[src/rv_isa_pkg.sv]
`default_nettype none

package rv_isa_pkg;

	typedef logic [31:0] word_t;
	typedef logic [31:0] inst_t;
	typedef logic [4:0]  reg_idx_t;
	typedef logic [11:0] csr_addr_t;

	localparam logic [6:0] OPC_LUI    = 7'b0110111;
	localparam logic [6:0] OPC_AUIPC  = 7'b0010111;
	localparam logic [6:0] OPC_JAL    = 7'b1101111;
	localparam logic [6:0] OPC_JALR   = 7'b1100111;
	localparam logic [6:0] OPC_BRANCH = 7'b1100011;
	localparam logic [6:0] OPC_STORE  = 7'b0100011;
	localparam logic [6:0] OPC_OP_IMM = 7'b0010011;
	localparam logic [6:0] OPC_OP     = 7'b0110011;
	localparam logic [6:0] OPC_SYSTEM = 7'b1110011;

	localparam logic [2:0] F3_ADD  = 3'b000; // add sub addi
	localparam logic [2:0] F3_SLL  = 3'b001;
	localparam logic [2:0] F3_SLT  = 3'b010;
	localparam logic [2:0] F3_SLTU = 3'b011;
	localparam logic [2:0] F3_XOR  = 3'b100;
	localparam logic [2:0] F3_SR   = 3'b101; // srl sra and the imm forms
	localparam logic [2:0] F3_OR   = 3'b110;
	localparam logic [2:0] F3_AND  = 3'b111;

	localparam logic [2:0] F3_BEQ  = 3'b000;
	localparam logic [2:0] F3_BNE  = 3'b001;
	localparam logic [2:0] F3_BLT  = 3'b100;
	localparam logic [2:0] F3_BGE  = 3'b101;
	localparam logic [2:0] F3_BLTU = 3'b110;
	localparam logic [2:0] F3_BGEU = 3'b111;

	localparam logic [2:0] F3_SB    = 3'b000;
	localparam logic [2:0] F3_SH    = 3'b001;
	localparam logic [2:0] F3_SW    = 3'b010;
	localparam logic [2:0] F3_CSRRW = 3'b001;
	localparam logic [2:0] F3_CSRRS = 3'b010;

	localparam csr_addr_t CSR_MSCRATCH = 12'h340;
	localparam csr_addr_t CSR_MEPC     = 12'h341;

endpackage

`default_nettype wire

[src/rv_exec_pkg.sv]
`default_nettype none

package rv_exec_pkg;

	// instruction format as picked from the opcode in decode
	typedef enum logic [2:0] {
		FMT_R = 3'd0,
		FMT_I = 3'd1,
		FMT_S = 3'd2,
		FMT_B = 3'd3,
		FMT_U = 3'd4,
		FMT_J = 3'd5
	} fmt_e;

	// alu operator that also keys the result selector
	typedef enum logic [3:0] {
		OP_ADD   = 4'd0,
		OP_SUB   = 4'd1,
		OP_AND   = 4'd2,
		OP_XOR   = 4'd3,
		OP_OR    = 4'd4,
		OP_SRL   = 4'd5,
		OP_SRA   = 4'd6,
		OP_SLL   = 4'd7,
		OP_LESS  = 4'd8, // signed compare
		OP_ULESS = 4'd9  // unsigned compare
	} alu_op_e;

endpackage

`default_nettype wire

[src/mux_key.sv]
`timescale 1ns/1ps
`default_nettype none

module mux_key #(
	parameter int NR_KEY   = 2,
	parameter int KEY_LEN  = 1,
	parameter int DATA_LEN = 1
) (
	input  wire logic [KEY_LEN-1:0]                   key,
	input  wire logic [DATA_LEN-1:0]                  default_out,
	input  wire logic [NR_KEY*(KEY_LEN+DATA_LEN)-1:0] lut,
	output logic      [DATA_LEN-1:0]                  out
);

	localparam int PAIR_LEN = KEY_LEN + DATA_LEN;

	// each entry is {key, data} with the first entry of the concatenation on top
	always_comb begin
		out = default_out;
		for (int i = 0; i < NR_KEY; i++) begin
			if (lut[i*PAIR_LEN+DATA_LEN +: KEY_LEN] == key) begin
				out = lut[i*PAIR_LEN +: DATA_LEN];
			end
		end
	end

endmodule

`default_nettype wire

[src/rv_regfile.sv]
`timescale 1ns/1ps
`default_nettype none

module rv_regfile import rv_isa_pkg::*; #(
	parameter int NR_REGS = 32
) (
	input  wire logic     clk,
	input  wire logic     rst,
	input  wire reg_idx_t rs1,
	input  wire reg_idx_t rs2,
	output word_t         rdata1,
	output word_t         rdata2,
	input  wire logic     wen,
	input  wire reg_idx_t waddr,
	input  wire word_t    wdata
);

	word_t regs [NR_REGS];

	// x0 and anything past the implemented file read as zero
	assign rdata1 = (rs1 != '0 && rs1 < NR_REGS) ? regs[rs1] : '0;
	assign rdata2 = (rs2 != '0 && rs2 < NR_REGS) ? regs[rs2] : '0;

	always_ff @(posedge clk) begin
		if (rst) begin
			for (int i = 0; i < NR_REGS; i++) begin
				regs[i] <= '0;
			end
		end else if (wen && waddr != '0 && waddr < NR_REGS) begin
			regs[waddr] <= wdata;
		end
	end

endmodule

`default_nettype wire

[src/rv_idu.sv]
`timescale 1ns/1ps
`default_nettype none

module rv_idu import rv_isa_pkg::*, rv_exec_pkg::*; (
	input  wire inst_t inst,
	output logic [6:0] opcode,
	output fmt_e       fmt,
	output logic [2:0] funct3,
	output logic [6:0] funct7,
	output reg_idx_t   rs1,
	output reg_idx_t   rs2,
	output reg_idx_t   rd,
	output word_t      imm,
	output logic       rd_wen,
	output logic       st_en,
	output logic       csr_en,
	output csr_addr_t  csr_addr
);

	logic known; // opcode is one we execute

	assign opcode   = inst[6:0];
	assign funct3   = inst[14:12];
	assign funct7   = inst[31:25];
	assign rs1      = inst[19:15];
	assign rs2      = inst[24:20];
	assign rd       = inst[11:7];
	assign csr_addr = inst[31:20];

	always_comb begin
		known = 1'b1;
		case (opcode)
			OPC_LUI, OPC_AUIPC: fmt = FMT_U;
			OPC_JAL:            fmt = FMT_J;
			OPC_JALR:           fmt = FMT_I;
			OPC_BRANCH:         fmt = FMT_B;
			OPC_STORE:          fmt = FMT_S;
			OPC_OP_IMM:         fmt = FMT_I;
			OPC_OP:             fmt = FMT_R;
			OPC_SYSTEM:         fmt = FMT_I; // csr number sits in the imm field
			default: begin
				fmt   = FMT_R;
				known = 1'b0;
			end
		endcase
	end

	// sign-extended immediate per format
	always_comb begin
		case (fmt)
			FMT_I:   imm = {{20{inst[31]}}, inst[31:20]};
			FMT_S:   imm = {{20{inst[31]}}, inst[31:25], inst[11:7]};
			FMT_B:   imm = {{19{inst[31]}}, inst[31], inst[7], inst[30:25], inst[11:8], 1'b0};
			FMT_U:   imm = {inst[31:12], 12'b0};
			FMT_J:   imm = {{11{inst[31]}}, inst[31], inst[19:12], inst[20], inst[30:21], 1'b0};
			default: imm = '0; // R has none
		endcase
	end

	// only csrrw and csrrs are handled
	assign csr_en = (opcode == OPC_SYSTEM) && (funct3 == F3_CSRRW || funct3 == F3_CSRRS);
	assign st_en  = (opcode == OPC_STORE);

	always_comb begin
		rd_wen = known && fmt != FMT_S && fmt != FMT_B;
		if (opcode == OPC_SYSTEM) begin
			rd_wen = csr_en; // ecall and friends write nothing
		end
	end

endmodule

`default_nettype wire

[src/rv_exu.sv]
`timescale 1ns/1ps
`default_nettype none

module rv_exu import rv_isa_pkg::*, rv_exec_pkg::*; (
	input  wire logic [6:0] opcode,
	input  wire fmt_e       fmt,
	input  wire logic [2:0] funct3,
	input  wire logic [6:0] funct7,
	input  wire word_t      pc,
	input  wire word_t      src1,
	input  wire word_t      src2,
	input  wire word_t      imm,
	input  wire word_t      csr_val,
	output word_t           val,
	output word_t           jump,
	output logic            jump_en,
	output logic [3:0]      wmask,
	output word_t           csr_wdata,
	output word_t           st_addr
);

	word_t      lop;
	word_t      rop;
	word_t      alu_val;
	word_t      addr_base;
	word_t      addr_sum;
	logic [4:0] shamt;
	logic [3:0] op_sel;
	logic [3:0] base_mask;
	alu_op_e    add_sub;
	alu_op_e    shr_op;
	alu_op_e    alu_op;
	logic       is_arith;
	logic       eq;
	logic       lt;
	logic       ltu;
	logic       take;

	mux_key #(3, 7, 32) i_lop (
		.key(opcode), .default_out(pc), .out(lop),
		.lut({
			OPC_LUI,    32'd0,
			OPC_OP_IMM, src1,
			OPC_OP,     src1
		})
	);

	mux_key #(3, 7, 32) i_rop (
		.key(opcode), .default_out(imm), .out(rop),
		.lut({
			OPC_JAL,  32'd4, // link value pc+4
			OPC_JALR, 32'd4,
			OPC_OP,   src2
		})
	);

	assign is_arith = (fmt == FMT_R) || (fmt == FMT_I && opcode != OPC_JALR);
	assign add_sub  = (fmt == FMT_R && funct7[5]) ? OP_SUB : OP_ADD; // no subi
	assign shr_op   = funct7[5] ? OP_SRA : OP_SRL;

	mux_key #(8, 3, 4) i_op (
		.key(funct3), .default_out(OP_ADD), .out(op_sel),
		.lut({
			F3_ADD,  add_sub,
			F3_SLL,  OP_SLL,
			F3_SLT,  OP_LESS,
			F3_SLTU, OP_ULESS,
			F3_XOR,  OP_XOR,
			F3_SR,   shr_op,
			F3_OR,   OP_OR,
			F3_AND,  OP_AND
		})
	);

	assign alu_op = is_arith ? alu_op_e'(op_sel) : OP_ADD;
	assign shamt  = rop[4:0];

	mux_key #(10, 4, 32) i_res (
		.key(alu_op), .default_out(32'd0), .out(alu_val),
		.lut({
			OP_ADD,   lop + rop,
			OP_SUB,   lop - rop,
			OP_AND,   lop & rop,
			OP_XOR,   lop ^ rop,
			OP_OR,    lop | rop,
			OP_SRL,   lop >> shamt,
			OP_SRA,   word_t'($signed(lop) >>> shamt),
			OP_SLL,   lop << shamt,
			OP_LESS,  {31'd0, $signed(lop) < $signed(rop)},
			OP_ULESS, {31'd0, lop < rop}
		})
	);

	assign val = (opcode == OPC_SYSTEM) ? csr_val : alu_val; // csr reads return old value

	// shared adder for jalr target and store address
	assign addr_base = (opcode == OPC_JALR || opcode == OPC_STORE) ? src1 : pc;
	assign addr_sum  = addr_base + imm;
	assign jump      = {addr_sum[31:1], 1'b0};
	assign st_addr   = addr_sum;

	assign eq  = (src1 == src2);
	assign lt  = $signed(src1) < $signed(src2);
	assign ltu = src1 < src2;

	mux_key #(6, 3, 1) i_cond (
		.key(funct3), .default_out(1'b0), .out(take),
		.lut({
			F3_BEQ,  eq,
			F3_BNE,  ~eq,
			F3_BLT,  lt,
			F3_BGE,  ~lt,
			F3_BLTU, ltu,
			F3_BGEU, ~ltu
		})
	);

	assign jump_en = (opcode == OPC_JAL) || (opcode == OPC_JALR) ||
		(opcode == OPC_BRANCH && take);

	mux_key #(3, 3, 4) i_mask (
		.key(funct3), .default_out(4'h0), .out(base_mask),
		.lut({
			F3_SB, 4'h1,
			F3_SH, 4'h3,
			F3_SW, 4'hf
		})
	);

	assign wmask = base_mask << addr_sum[1:0]; // lanes past byte 3 fall off

	mux_key #(2, 3, 32) i_csr (
		.key(funct3), .default_out(32'd0), .out(csr_wdata),
		.lut({
			F3_CSRRW, src1,
			F3_CSRRS, src1 | csr_val
		})
	);

endmodule

`default_nettype wire

[src/rv_wbu.sv]
`timescale 1ns/1ps
`default_nettype none

module rv_wbu import rv_isa_pkg::*; (
	input  wire logic      clk,
	input  wire logic      rst,
	input  wire logic      in_valid,
	input  wire word_t     pc,
	input  wire reg_idx_t  rd,
	input  wire logic      rd_wen,
	input  wire logic      st_en,
	input  wire logic      csr_en,
	input  wire csr_addr_t csr_addr,
	input  wire word_t     val,
	input  wire word_t     jump,
	input  wire logic      jump_en,
	input  wire logic [3:0] wmask,
	input  wire word_t     csr_wdata,
	input  wire word_t     src2,
	input  wire word_t     st_addr,
	output word_t          csr_val,
	output logic           reg_wen,
	output reg_idx_t       reg_waddr,
	output word_t          reg_wdata,
	output logic           out_valid,
	output reg_idx_t       out_rd,
	output logic           out_rd_wen,
	output word_t          out_val,
	output word_t          out_next_pc,
	output logic           st_wen,
	output word_t          st_addr_q,
	output word_t          st_wdata,
	output logic [3:0]     st_wmask,
	output logic           out_csr_wen,
	output csr_addr_t      out_csr_addr,
	output word_t          out_csr_wdata
);

	word_t mscratch;
	word_t mepc;
	logic  csr_hit; // address is one we implement

	assign csr_hit = (csr_addr == CSR_MSCRATCH) || (csr_addr == CSR_MEPC);
	assign csr_val = (csr_addr == CSR_MSCRATCH) ? mscratch :
		(csr_addr == CSR_MEPC) ? mepc : '0;

	// regfile write lands on the same edge
	assign reg_wen   = in_valid && rd_wen;
	assign reg_waddr = rd;
	assign reg_wdata = val;

	always_ff @(posedge clk) begin
		if (rst) begin
			mscratch    <= '0;
			mepc        <= '0;
			out_valid   <= 1'b0;
			out_rd_wen  <= 1'b0;
			st_wen      <= 1'b0;
			out_csr_wen <= 1'b0;
		end else begin
			out_valid   <= in_valid;
			out_rd_wen  <= in_valid && rd_wen;
			st_wen      <= in_valid && st_en;
			out_csr_wen <= in_valid && csr_en && csr_hit;
			if (in_valid && csr_en && csr_addr == CSR_MSCRATCH) begin
				mscratch <= csr_wdata;
			end
			if (in_valid && csr_en && csr_addr == CSR_MEPC) begin
				mepc <= csr_wdata;
			end
		end
	end

	always_ff @(posedge clk) begin
		if (in_valid) begin
			out_rd        <= rd;
			out_val       <= val;
			out_next_pc   <= jump_en ? jump : pc + 32'd4;
			st_addr_q     <= st_addr;
			st_wdata      <= src2 << {st_addr[1:0], 3'b000}; // into the masked lanes
			st_wmask      <= wmask;
			out_csr_addr  <= csr_addr;
			out_csr_wdata <= csr_wdata;
		end
	end

endmodule

`default_nettype wire

[src/rv_core.sv]
`timescale 1ns/1ps
`default_nettype none

module rv_core import rv_isa_pkg::*, rv_exec_pkg::*; #(
	parameter int NR_REGS = 32
) (
	input  wire logic  clk,
	input  wire logic  rst,
	input  wire logic  in_valid,
	input  wire inst_t inst,
	input  wire word_t pc,
	output logic       out_valid,
	output reg_idx_t   out_rd,
	output logic       out_rd_wen,
	output word_t      out_val,
	output word_t      out_next_pc,
	output logic       st_wen,
	output word_t      st_addr,
	output word_t      st_wdata,
	output logic [3:0] st_wmask,
	output logic       out_csr_wen,
	output csr_addr_t  out_csr_addr,
	output word_t      out_csr_wdata
);

	logic [6:0] opcode;
	fmt_e       fmt;
	logic [2:0] funct3;
	logic [6:0] funct7;
	reg_idx_t   rs1, rs2, rd, reg_waddr;
	word_t      imm, src1, src2, csr_val, val, jump, csr_wdata, ex_st_addr, reg_wdata;
	logic       rd_wen, st_en, csr_en, jump_en, reg_wen;
	csr_addr_t  csr_addr;
	logic [3:0] wmask;

	rv_idu i_idu (
		.inst, .opcode, .fmt, .funct3, .funct7, .rs1, .rs2, .rd, .imm,
		.rd_wen, .st_en, .csr_en, .csr_addr
	);

	rv_regfile #(.NR_REGS(NR_REGS)) i_regfile (
		.clk, .rst, .rs1, .rs2, .rdata1(src1), .rdata2(src2),
		.wen(reg_wen), .waddr(reg_waddr), .wdata(reg_wdata)
	);

	rv_exu i_exu (
		.opcode, .fmt, .funct3, .funct7, .pc, .src1, .src2, .imm, .csr_val,
		.val, .jump, .jump_en, .wmask, .csr_wdata, .st_addr(ex_st_addr)
	);

	rv_wbu i_wbu (
		.clk, .rst, .in_valid, .pc, .rd, .rd_wen, .st_en, .csr_en, .csr_addr,
		.val, .jump, .jump_en, .wmask, .csr_wdata, .src2, .st_addr(ex_st_addr),
		.csr_val, .reg_wen, .reg_waddr, .reg_wdata,
		.out_valid, .out_rd, .out_rd_wen, .out_val, .out_next_pc,
		.st_wen, .st_addr_q(st_addr), .st_wdata, .st_wmask,
		.out_csr_wen, .out_csr_addr, .out_csr_wdata
	);

endmodule

`default_nettype wire

[config.mk]
export PLATFORM = sky130hd
export DESIGN_NAME = rv_core
export DESIGN_NICKNAME = d
export VERILOG_FILES = /design/src/rv_isa_pkg.sv /design/src/rv_exec_pkg.sv /design/src/mux_key.sv /design/src/rv_regfile.sv /design/src/rv_idu.sv /design/src/rv_exu.sv /design/src/rv_wbu.sv /design/src/rv_core.sv
export SDC_FILE = /design/constraint.sdc
export NUM_CORES = 2
export LEC_CHECK = 0
export BUFFER_PORTS_ARGS = -buffer_cell sky130_fd_sc_hd__buf_2
export CORE_MARGIN = 2
export CORE_UTILIZATION = 47
export DETAILED_ROUTE_END_ITERATION = 8
export GPL_TIMING_DRIVEN = 0
export PLACE_DENSITY_LB_ADDON = 0.12
export SYNTH_ARGS = -nofsm -noshare
export SYNTH_HDL_FRONTEND = slang
export SYNTH_SLANG_ARGS = --single-unit
[constraint.sdc]
create_clock -name clk -period 15.25 [get_ports clk]
set_clock_uncertainty 0.05 [all_clocks]
set_input_delay 2.2875 -clock clk [delete_from_list [all_inputs] [get_ports clk]]
set_output_delay 2.2875 -clock clk [all_outputs]
set_load 0.01 [all_outputs]
==> Yosys cells after proc, flatten, opt, wreduce, memory -nomap -nowiden <==
Memories as Yosys holds them, arrays and structs flattened.
Index checks and enable logic that the tools add are counted.
{ "op_classes": {"add_sub_neg": 4, "n_lt_le_gt_ge": 4, "eq_ne": 43, "shifts": 5, "muxes": 57, "bitwise": 7, "n_reduce_logical": 29} }
{ "op_table": {"columns": ["op", "n"], "rows": [
  ["two-way mux 32 bit", 25],
  ["case mux 32 bit (5 select lines)", 1],
  ["less-than comparator 32 bit", 4],
  ["adder 32 bit", 2],
  ["bitwise OR 32 bit", 2],
  ["<< shifter 32 x 5 -> 32 bit", 2],
  ["two-way mux 4 bit", 11],
  ["adder 32 x 3 -> 32 bit, second input constant", 1],
  ["bitwise AND 32 bit", 1],
  ["equality test 32 bit", 1],
  ["OR reduction 32 bit", 1],
  [">> shifter 32 x 5 -> 32 bit", 1],
  [">>> shifter 32 x 5 -> 32 bit", 1],
  ["subtractor 32 bit", 1],
  ["XOR 32 bit", 1],
  ["equality test 7 bit, second input constant", 4],
  ["equality test 12 x 10 -> 1 bit, second input constant", 2],
  ["equality test 7 x 6 -> 1 bit, second input constant", 3],
  ["equality test 3 x 4 -> 1 bit, first input constant", 4],
  ["two-way mux 1 bit", 16],
  ["case mux 3 bit (5 select lines)", 1],
  ["nonzero test 5 bit", 3],
  ["equality test 6 x 7 -> 1 bit, first input constant", 2],
  ["equality test 7 x 5 -> 1 bit, second input constant", 2],
  ["other kinds (24)", 57]
]} }
{ "word_totals": {"regBits": 249, "ram_bits": 1024, "input_bits": 67, "out_inout_bits": 185, "wordCells": 165, "n_memories": 1} }
{ "mem_list": {"columns": ["memory", "words", "width", "rd", "rd_clocked_by_memory_dff", "write_ports", "line_no", "rtl"], "rows": [
  ["i_regfile.regs", 32, 32, 2, 0, 32, "rv_regfile.sv:18", "word_t regs [NR_REGS];"]
]} }

==> Depth between registers and ports, before layout <==
{ "depth": {"word_depth": 23, "depth_mapped": 30, "mapped_depth_nobuf": 24} }

==> Cells and area by module <==
A second synthesis with hierarchy kept.
{ "unflattened": {"cells_unflattened": 7356, "hier_area_um2": 85589.6} }
{ "modules_own_cells": {"columns": ["mod", "instances", "cells_per_inst", "area_each_um2", "seq_area_each_um2"], "rows": [
  ["rv_regfile", 1, 3502, 54253.3, 30749.5],
  ["rv_exu", 1, 1667, 11162.0, 0.0],
  ["rv_wbu", 1, 797, 9840.7, 6796.5],
  ["mux_key at i_exu.i_res", 1, 499, 3721.1, 0.0],
  ["mux_key at i_exu.i_lop ...", 2, 219, 1527.7, 0.0],
  ["mux_key at i_exu.i_csr", 1, 169, 1441.4, 0.0],
  ["rv_idu", 1, 130, 924.6, 0.0],
  ["mux_key at i_exu.i_op", 1, 88, 678.2, 0.0],
  ["mux_key at i_exu.i_cond", 1, 36, 290.3, 0.0],
  ["mux_key at i_exu.i_mask", 1, 30, 222.7, 0.0]
]} }

==> Least setup slack after synthesis <==
OpenSTA, ideal clock, no wires.
{ "synth_path": {"path_kind": "input-to-reg", "start": "input port inst[20]", "end": "memory i_regfile.regs[12][29] (netlist bit), data pin", "setup_ns": 0.266, "arrival_time_ns": 8.638, "t_required_ns": 14.934, "setup_slack_ns": 6.296, "stages": 27, "path_buffers": 8, "path_cell_list": "buf_2 buf_4 buf_6 buf_4 buf_1 buf_1 mux4_2 mux4_2 nand2_1 o21ai_0 a21o_1 nand2_1 ha_1 clkbuf_1 a21oi_1 o31a_1 a2111oi_0 o31a_1 or2_1 o311a_1 o21bai_1 a2bb2oi_1 mux2i_1 or4_1 o211ai_2 buf_2 nor2_1"} }
{ "synth_lines": {"columns": ["element", "line_no", "rtl"], "rows": [
  ["from (decl)", "rv_core.sv:10", "input wire inst_t inst,"],
  ["to (decl)", "rv_regfile.sv:18", null]
]} }

==> Final worst setup path <==
{ "layout_path": {"start": "input port inst[21]", "end": "register i_wbu.out_val[18], data pin"} }
{ "layout_via": {"elab_chain_cells": 15, "elab_cells_between_ends": 28, "cone_classes": "add/sub: 2; eq/ne: 2; shift: 3; mux: 16; bitwise: 3; reduce/logical: 1; memory: 1"} }
{ "layout_rtl": {"columns": ["element", "line_no", "rtl"], "rows": [
  ["memory (32 x 32 bit) / nonzero test 5 bit (equally long branches)", null, null],
  ["two-way mux 32 bit", "rv_regfile.sv:22", "assign rdata2 = (rs2 != '0 && rs2 < NR_REGS) ? regs[rs2] : '0;"],
  ["two-way mux 32 bit (3 in series)", "mux_key.sv:21", "if (lut[i*PAIR_LEN+DATA_LEN +: KEY_LEN] == key) begin"],
  ["<< shifter 32 x 5 -> 32 bit", "rv_exu.sv:88", "OP_SLL, lop << shamt,"],
  ["two-way mux 32 bit (8 in series)", "mux_key.sv:21", null],
  ["two-way mux 32 bit (*)", "rv_exu.sv:94", "assign val = (opcode == OPC_SYSTEM) ? csr_val : alu_val;"],
  ["via i_exu.val[18]", "rv_exu.sv:14", "output word_t val,"],
  ["to (signal assigned)", "rv_wbu.sv:77", "out_val <= val;"],
  ["to (decl)", "rv_wbu.sv:28", "output word_t out_val,"]
]} }
The timed path passes the listed nets; every way through them passes the cells marked *.
A chain may end at the register's enable or synchronous reset.

==> flow_summary_export.csv <==
group,metric,value,unit
pwr,p_leak,32.51,nW
routing,postRouteAntennaNets,0,
synth,ys_types,111,
timing,slew_headroom,-14.50,%
synth,synth_top_area_share,47.03,%
outcome,violations,"max-capacitance violations, max-slew violations",
timing,drv_slew,102,
clocking,cts_resized,0,
synth,synth-edff-count,1205,
timing,setup_viol,0,
synth,post-synth-top-area-cell,"edfxtp_1",
synth,ys_top_cells_by_area,"edfxtp_1 47%, mux4_2 10%, mux2i_1 6.5%",
grt,grt_overflow_total,0,
synth,syn_area_per_cell,11.18,sq um
synth,synth_ff_type,"edfxtp_1",
clocking,cts_sinks,1273,
final_layout,area_delta_synth_final,12.75,%
grt,grt_pass1_vias,64259,
routing,drc,0,
routing,via_per_inst,7.100,
grt,grt_antenna_before_repair,24,
routing,drtPass1Iterations,7,
setup_path,worst_setup_path_end_kind,"flip-flop",
place,dp.cells,9388,
routing,routed_wl,426500,um
die,placeableCoreArea,162600,sq um
routing,drt_iter0_drc,12367,
grt,grt_max_degree,95,
outcome,outcome,"complete, but fails checks",
final_layout,layout.cells.non_filler,9664,
timing,clock.fmax,72.93,MHz
pwr,powerDensity,111.7,nW/um^2
routing,via_count,68613,
setup_path,cp_data_arrival_time,14.18,ns
synth,async_flop_share,0,%
clocking,clk_latency,0.85,ns
timing,worstMarginPinSlew,1.710,ns
synth,synth_seq_area_share,48.80,%
die,core.rowCount,148,
die,initial_core_util,47.32,%
place,hpwl,322500,um
die,io_pins,252,
final_layout,mostFrequentLayoutCells,"1257 x nor2_1, 1205 x edfxtp_1, 495 x mux2i_1",
grt,grt_pass1_wl,562300,um
setup_path,crit_path_max_fanout,10,
clocking,clk_pin_slew,0.06,ns
setup_path,crit_type,"in -> reg",
min_path,hp-class,"reg -> reg",
synth,ys_seq_elements,1273,
timing,finalCriticalPeriod,13.71,ns
pwr,peakVddDrop,0.0001560,V
clocking,cts-htree-levels,4,
die,die_w,408.6,um
die,dieArea,166900,sq um
clocking,cts_buffers,140,
final_layout,final_common_cell,"nor2_1",
routing,routedWlPerCell,44.14,um
final_layout,fin_nets,7588,
synth,syn_inst,6884,
routing,top_layer,"met5",
final_layout,final_layout_size_suffix_gt1_share,18.01,%
clocking,cts_tree,"built",
synth,synth_area,76940,sq um
place,numPortBuffers,244,
clocking,post-cts-setup-buffers,0,
clocking,hold_buffers,0,
grt,grt_usage,50.14,%
flow_run,drv_cap,15,
timing,fin_crit_sh,89.91,%
setup_path,critPathRequiredTime,15.72,ns
setup_path,start_kind,"input port",
final_layout,fill_cells,14303,
place,gp_congestion,1.164,
routing,dr_wl_met3,62760,um
clocking,clock_path_buffers,3,
routing,wl_met2,175800,um
die,die_h,408.6,um
clocking,root_buffer,"clkbuf_16",
synth,ys_warn_count,0,
timing,setup-tns-final,0,ns
timing,rsz0062_at_grt,"false",
routing,wl_met1,140900,um
timing,final_hold_viol_count,0,
final timing paths:
check / to / startpoint / slack (ns) / cells past startpoint
worst min-delay path: i_wbu.mepc[12]$_SDFFE_PP0P_ / i_wbu.mepc[12]$_SDFFE_PP0P_ / 0.40 / 2
worst max-delay path: i_wbu.out_val[18]$_DFFE_PP_ / inst[21] / 1.54 / 21
worst max register to register: i_regfile.regs[6][29]$_SDFFCE_PN0P_ / i_regfile.regs[28][4]$_SDFFCE_PN0P_ / 6.03 / 22
worst min register to register: i_wbu.mepc[12]$_SDFFE_PP0P_ / i_wbu.mepc[12]$_SDFFE_PP0P_ / 0.40 / 2
per-layer routing:
metal | track usage [%] | up-vias
met5 | 0.7184 | -
li1 | - | 26605
met2 | 71.05 | 6424
met3 | 20.26 | 1628
met1 | 58.89 | 33936
met4 | 43.19 | 20
cell usage after synthesis, types with 56 or more instances:
cell	instances
mux2i_1	497
nand2_1	464
edfxtp_1	1205
nand3_1	105
a21oi_1	437
dfxtp_1	68
nor2_1	1258
mux4_2	346
ha_1	161
clkbuf_1	269
xnor2_1	73
nand2b_1	66
buf_2	160
nor3_1	65
a211oi_1	56
o21ai_0	232
inv_1	192
a22oi_1	212
where the power goes:
| part | internal, W | total, W | leakage, nW | switching [W] |
|---|---|---|---|---|
| Combinational | 0.000609 | 0.00214 | 18.3 | 0.00153 |
| Clock | 0.00193 | 0.00343 | 2.18 | 0.00150 |
| Sequential | 0.00402 | 0.00412 | 12.1 | 0.0000929 |
worst max-delay path, cell delays in order:
cell and delay, ns:
buf_2 0.14, buf_2 0.47, buf_1 0.85, buf_1 0.84, clkbuf_1 1.14, clkbuf_1 1.10
mux4_2 0.45, mux4_2 0.60, mux2i_1 1.10, o21ai_0 0.21, nand2_1 0.69, ha_1 0.42
or3_1 0.42, or4_1 0.47, o21ai_0 0.32, xnor2_1 0.09, o21ai_0 0.39, o2111ai_1 0.26
o31ai_2 1.20, buf_2 0.44, inv_1 0.22
sequential cells by signal, summed over array words and instances, names as in the netlist:
register,count
i_wbu.st_wmask,4
i_regfile.regs,1024
i_wbu.st_wen,1
i_wbu.out_val,32
i_wbu.out_csr_addr,12
i_wbu.out_rd_wen,1
i_wbu.st_wdata,32
i_wbu.out_rd,5
i_wbu.out_csr_wen,1
i_wbu.out_valid,1
i_wbu.mscratch,32
i_wbu.out_next_pc,32
i_wbu.mepc,32
i_wbu.st_addr_q,32
i_wbu.out_csr_wdata,32
logic make-up after synthesis:
kind of cell               after synthesis  share of synthesized area (%)
DFF                                   1273                          48.80
buffers and inverters                  790                          4.981
muxes                                  897                          17.60
xor gates and xnor gates               109                          1.241
and+or+nand+nor                       2223                          12.38
other                                    1                       0.004874
adders and majority gates              164                          2.696
AOI/OAI and AO/OA                     1427                          12.29
stage by stage:
step	total power [W]	setup WS, ns	hold WS (ns)	instance area (sq um)	utilization [%]
2_1_floorplan	0.005182	6.296	0.3860	77050	-
3_3_place_gp	0.006127	0.7031	0.3914	81000	49.82
3_5_place_dp	0.006177	1.446	0.3967	82170	50.54
4_1_cts	0.009509	2.291	0.4047	86650	53.30
5_1_grt	0.009781	2.209	0.4238	86690	53.32
6_report	0.009688	1.538	0.4035	86750	53.36
cell type report:
class | count | area [sq um] | area share [%]
diodes | 25 | 62.56 | 0.07212
repair buffers | 300 | 2211 | 2.549
clock buffers | 176 | 3776 | 4.353
plain buffers | 583 | 3075 | 3.545
multi-input cells | 4852 | 35860 | 41.34
inverters | 207 | 779.5 | 0.8986
clock inverters | 73 | 713.2 | 0.8221
well taps | 2175 | 2721 | 3.137
flip-flops and latches | 1273 | 37550 | 43.28
Power figures use the tool's default switching activity.
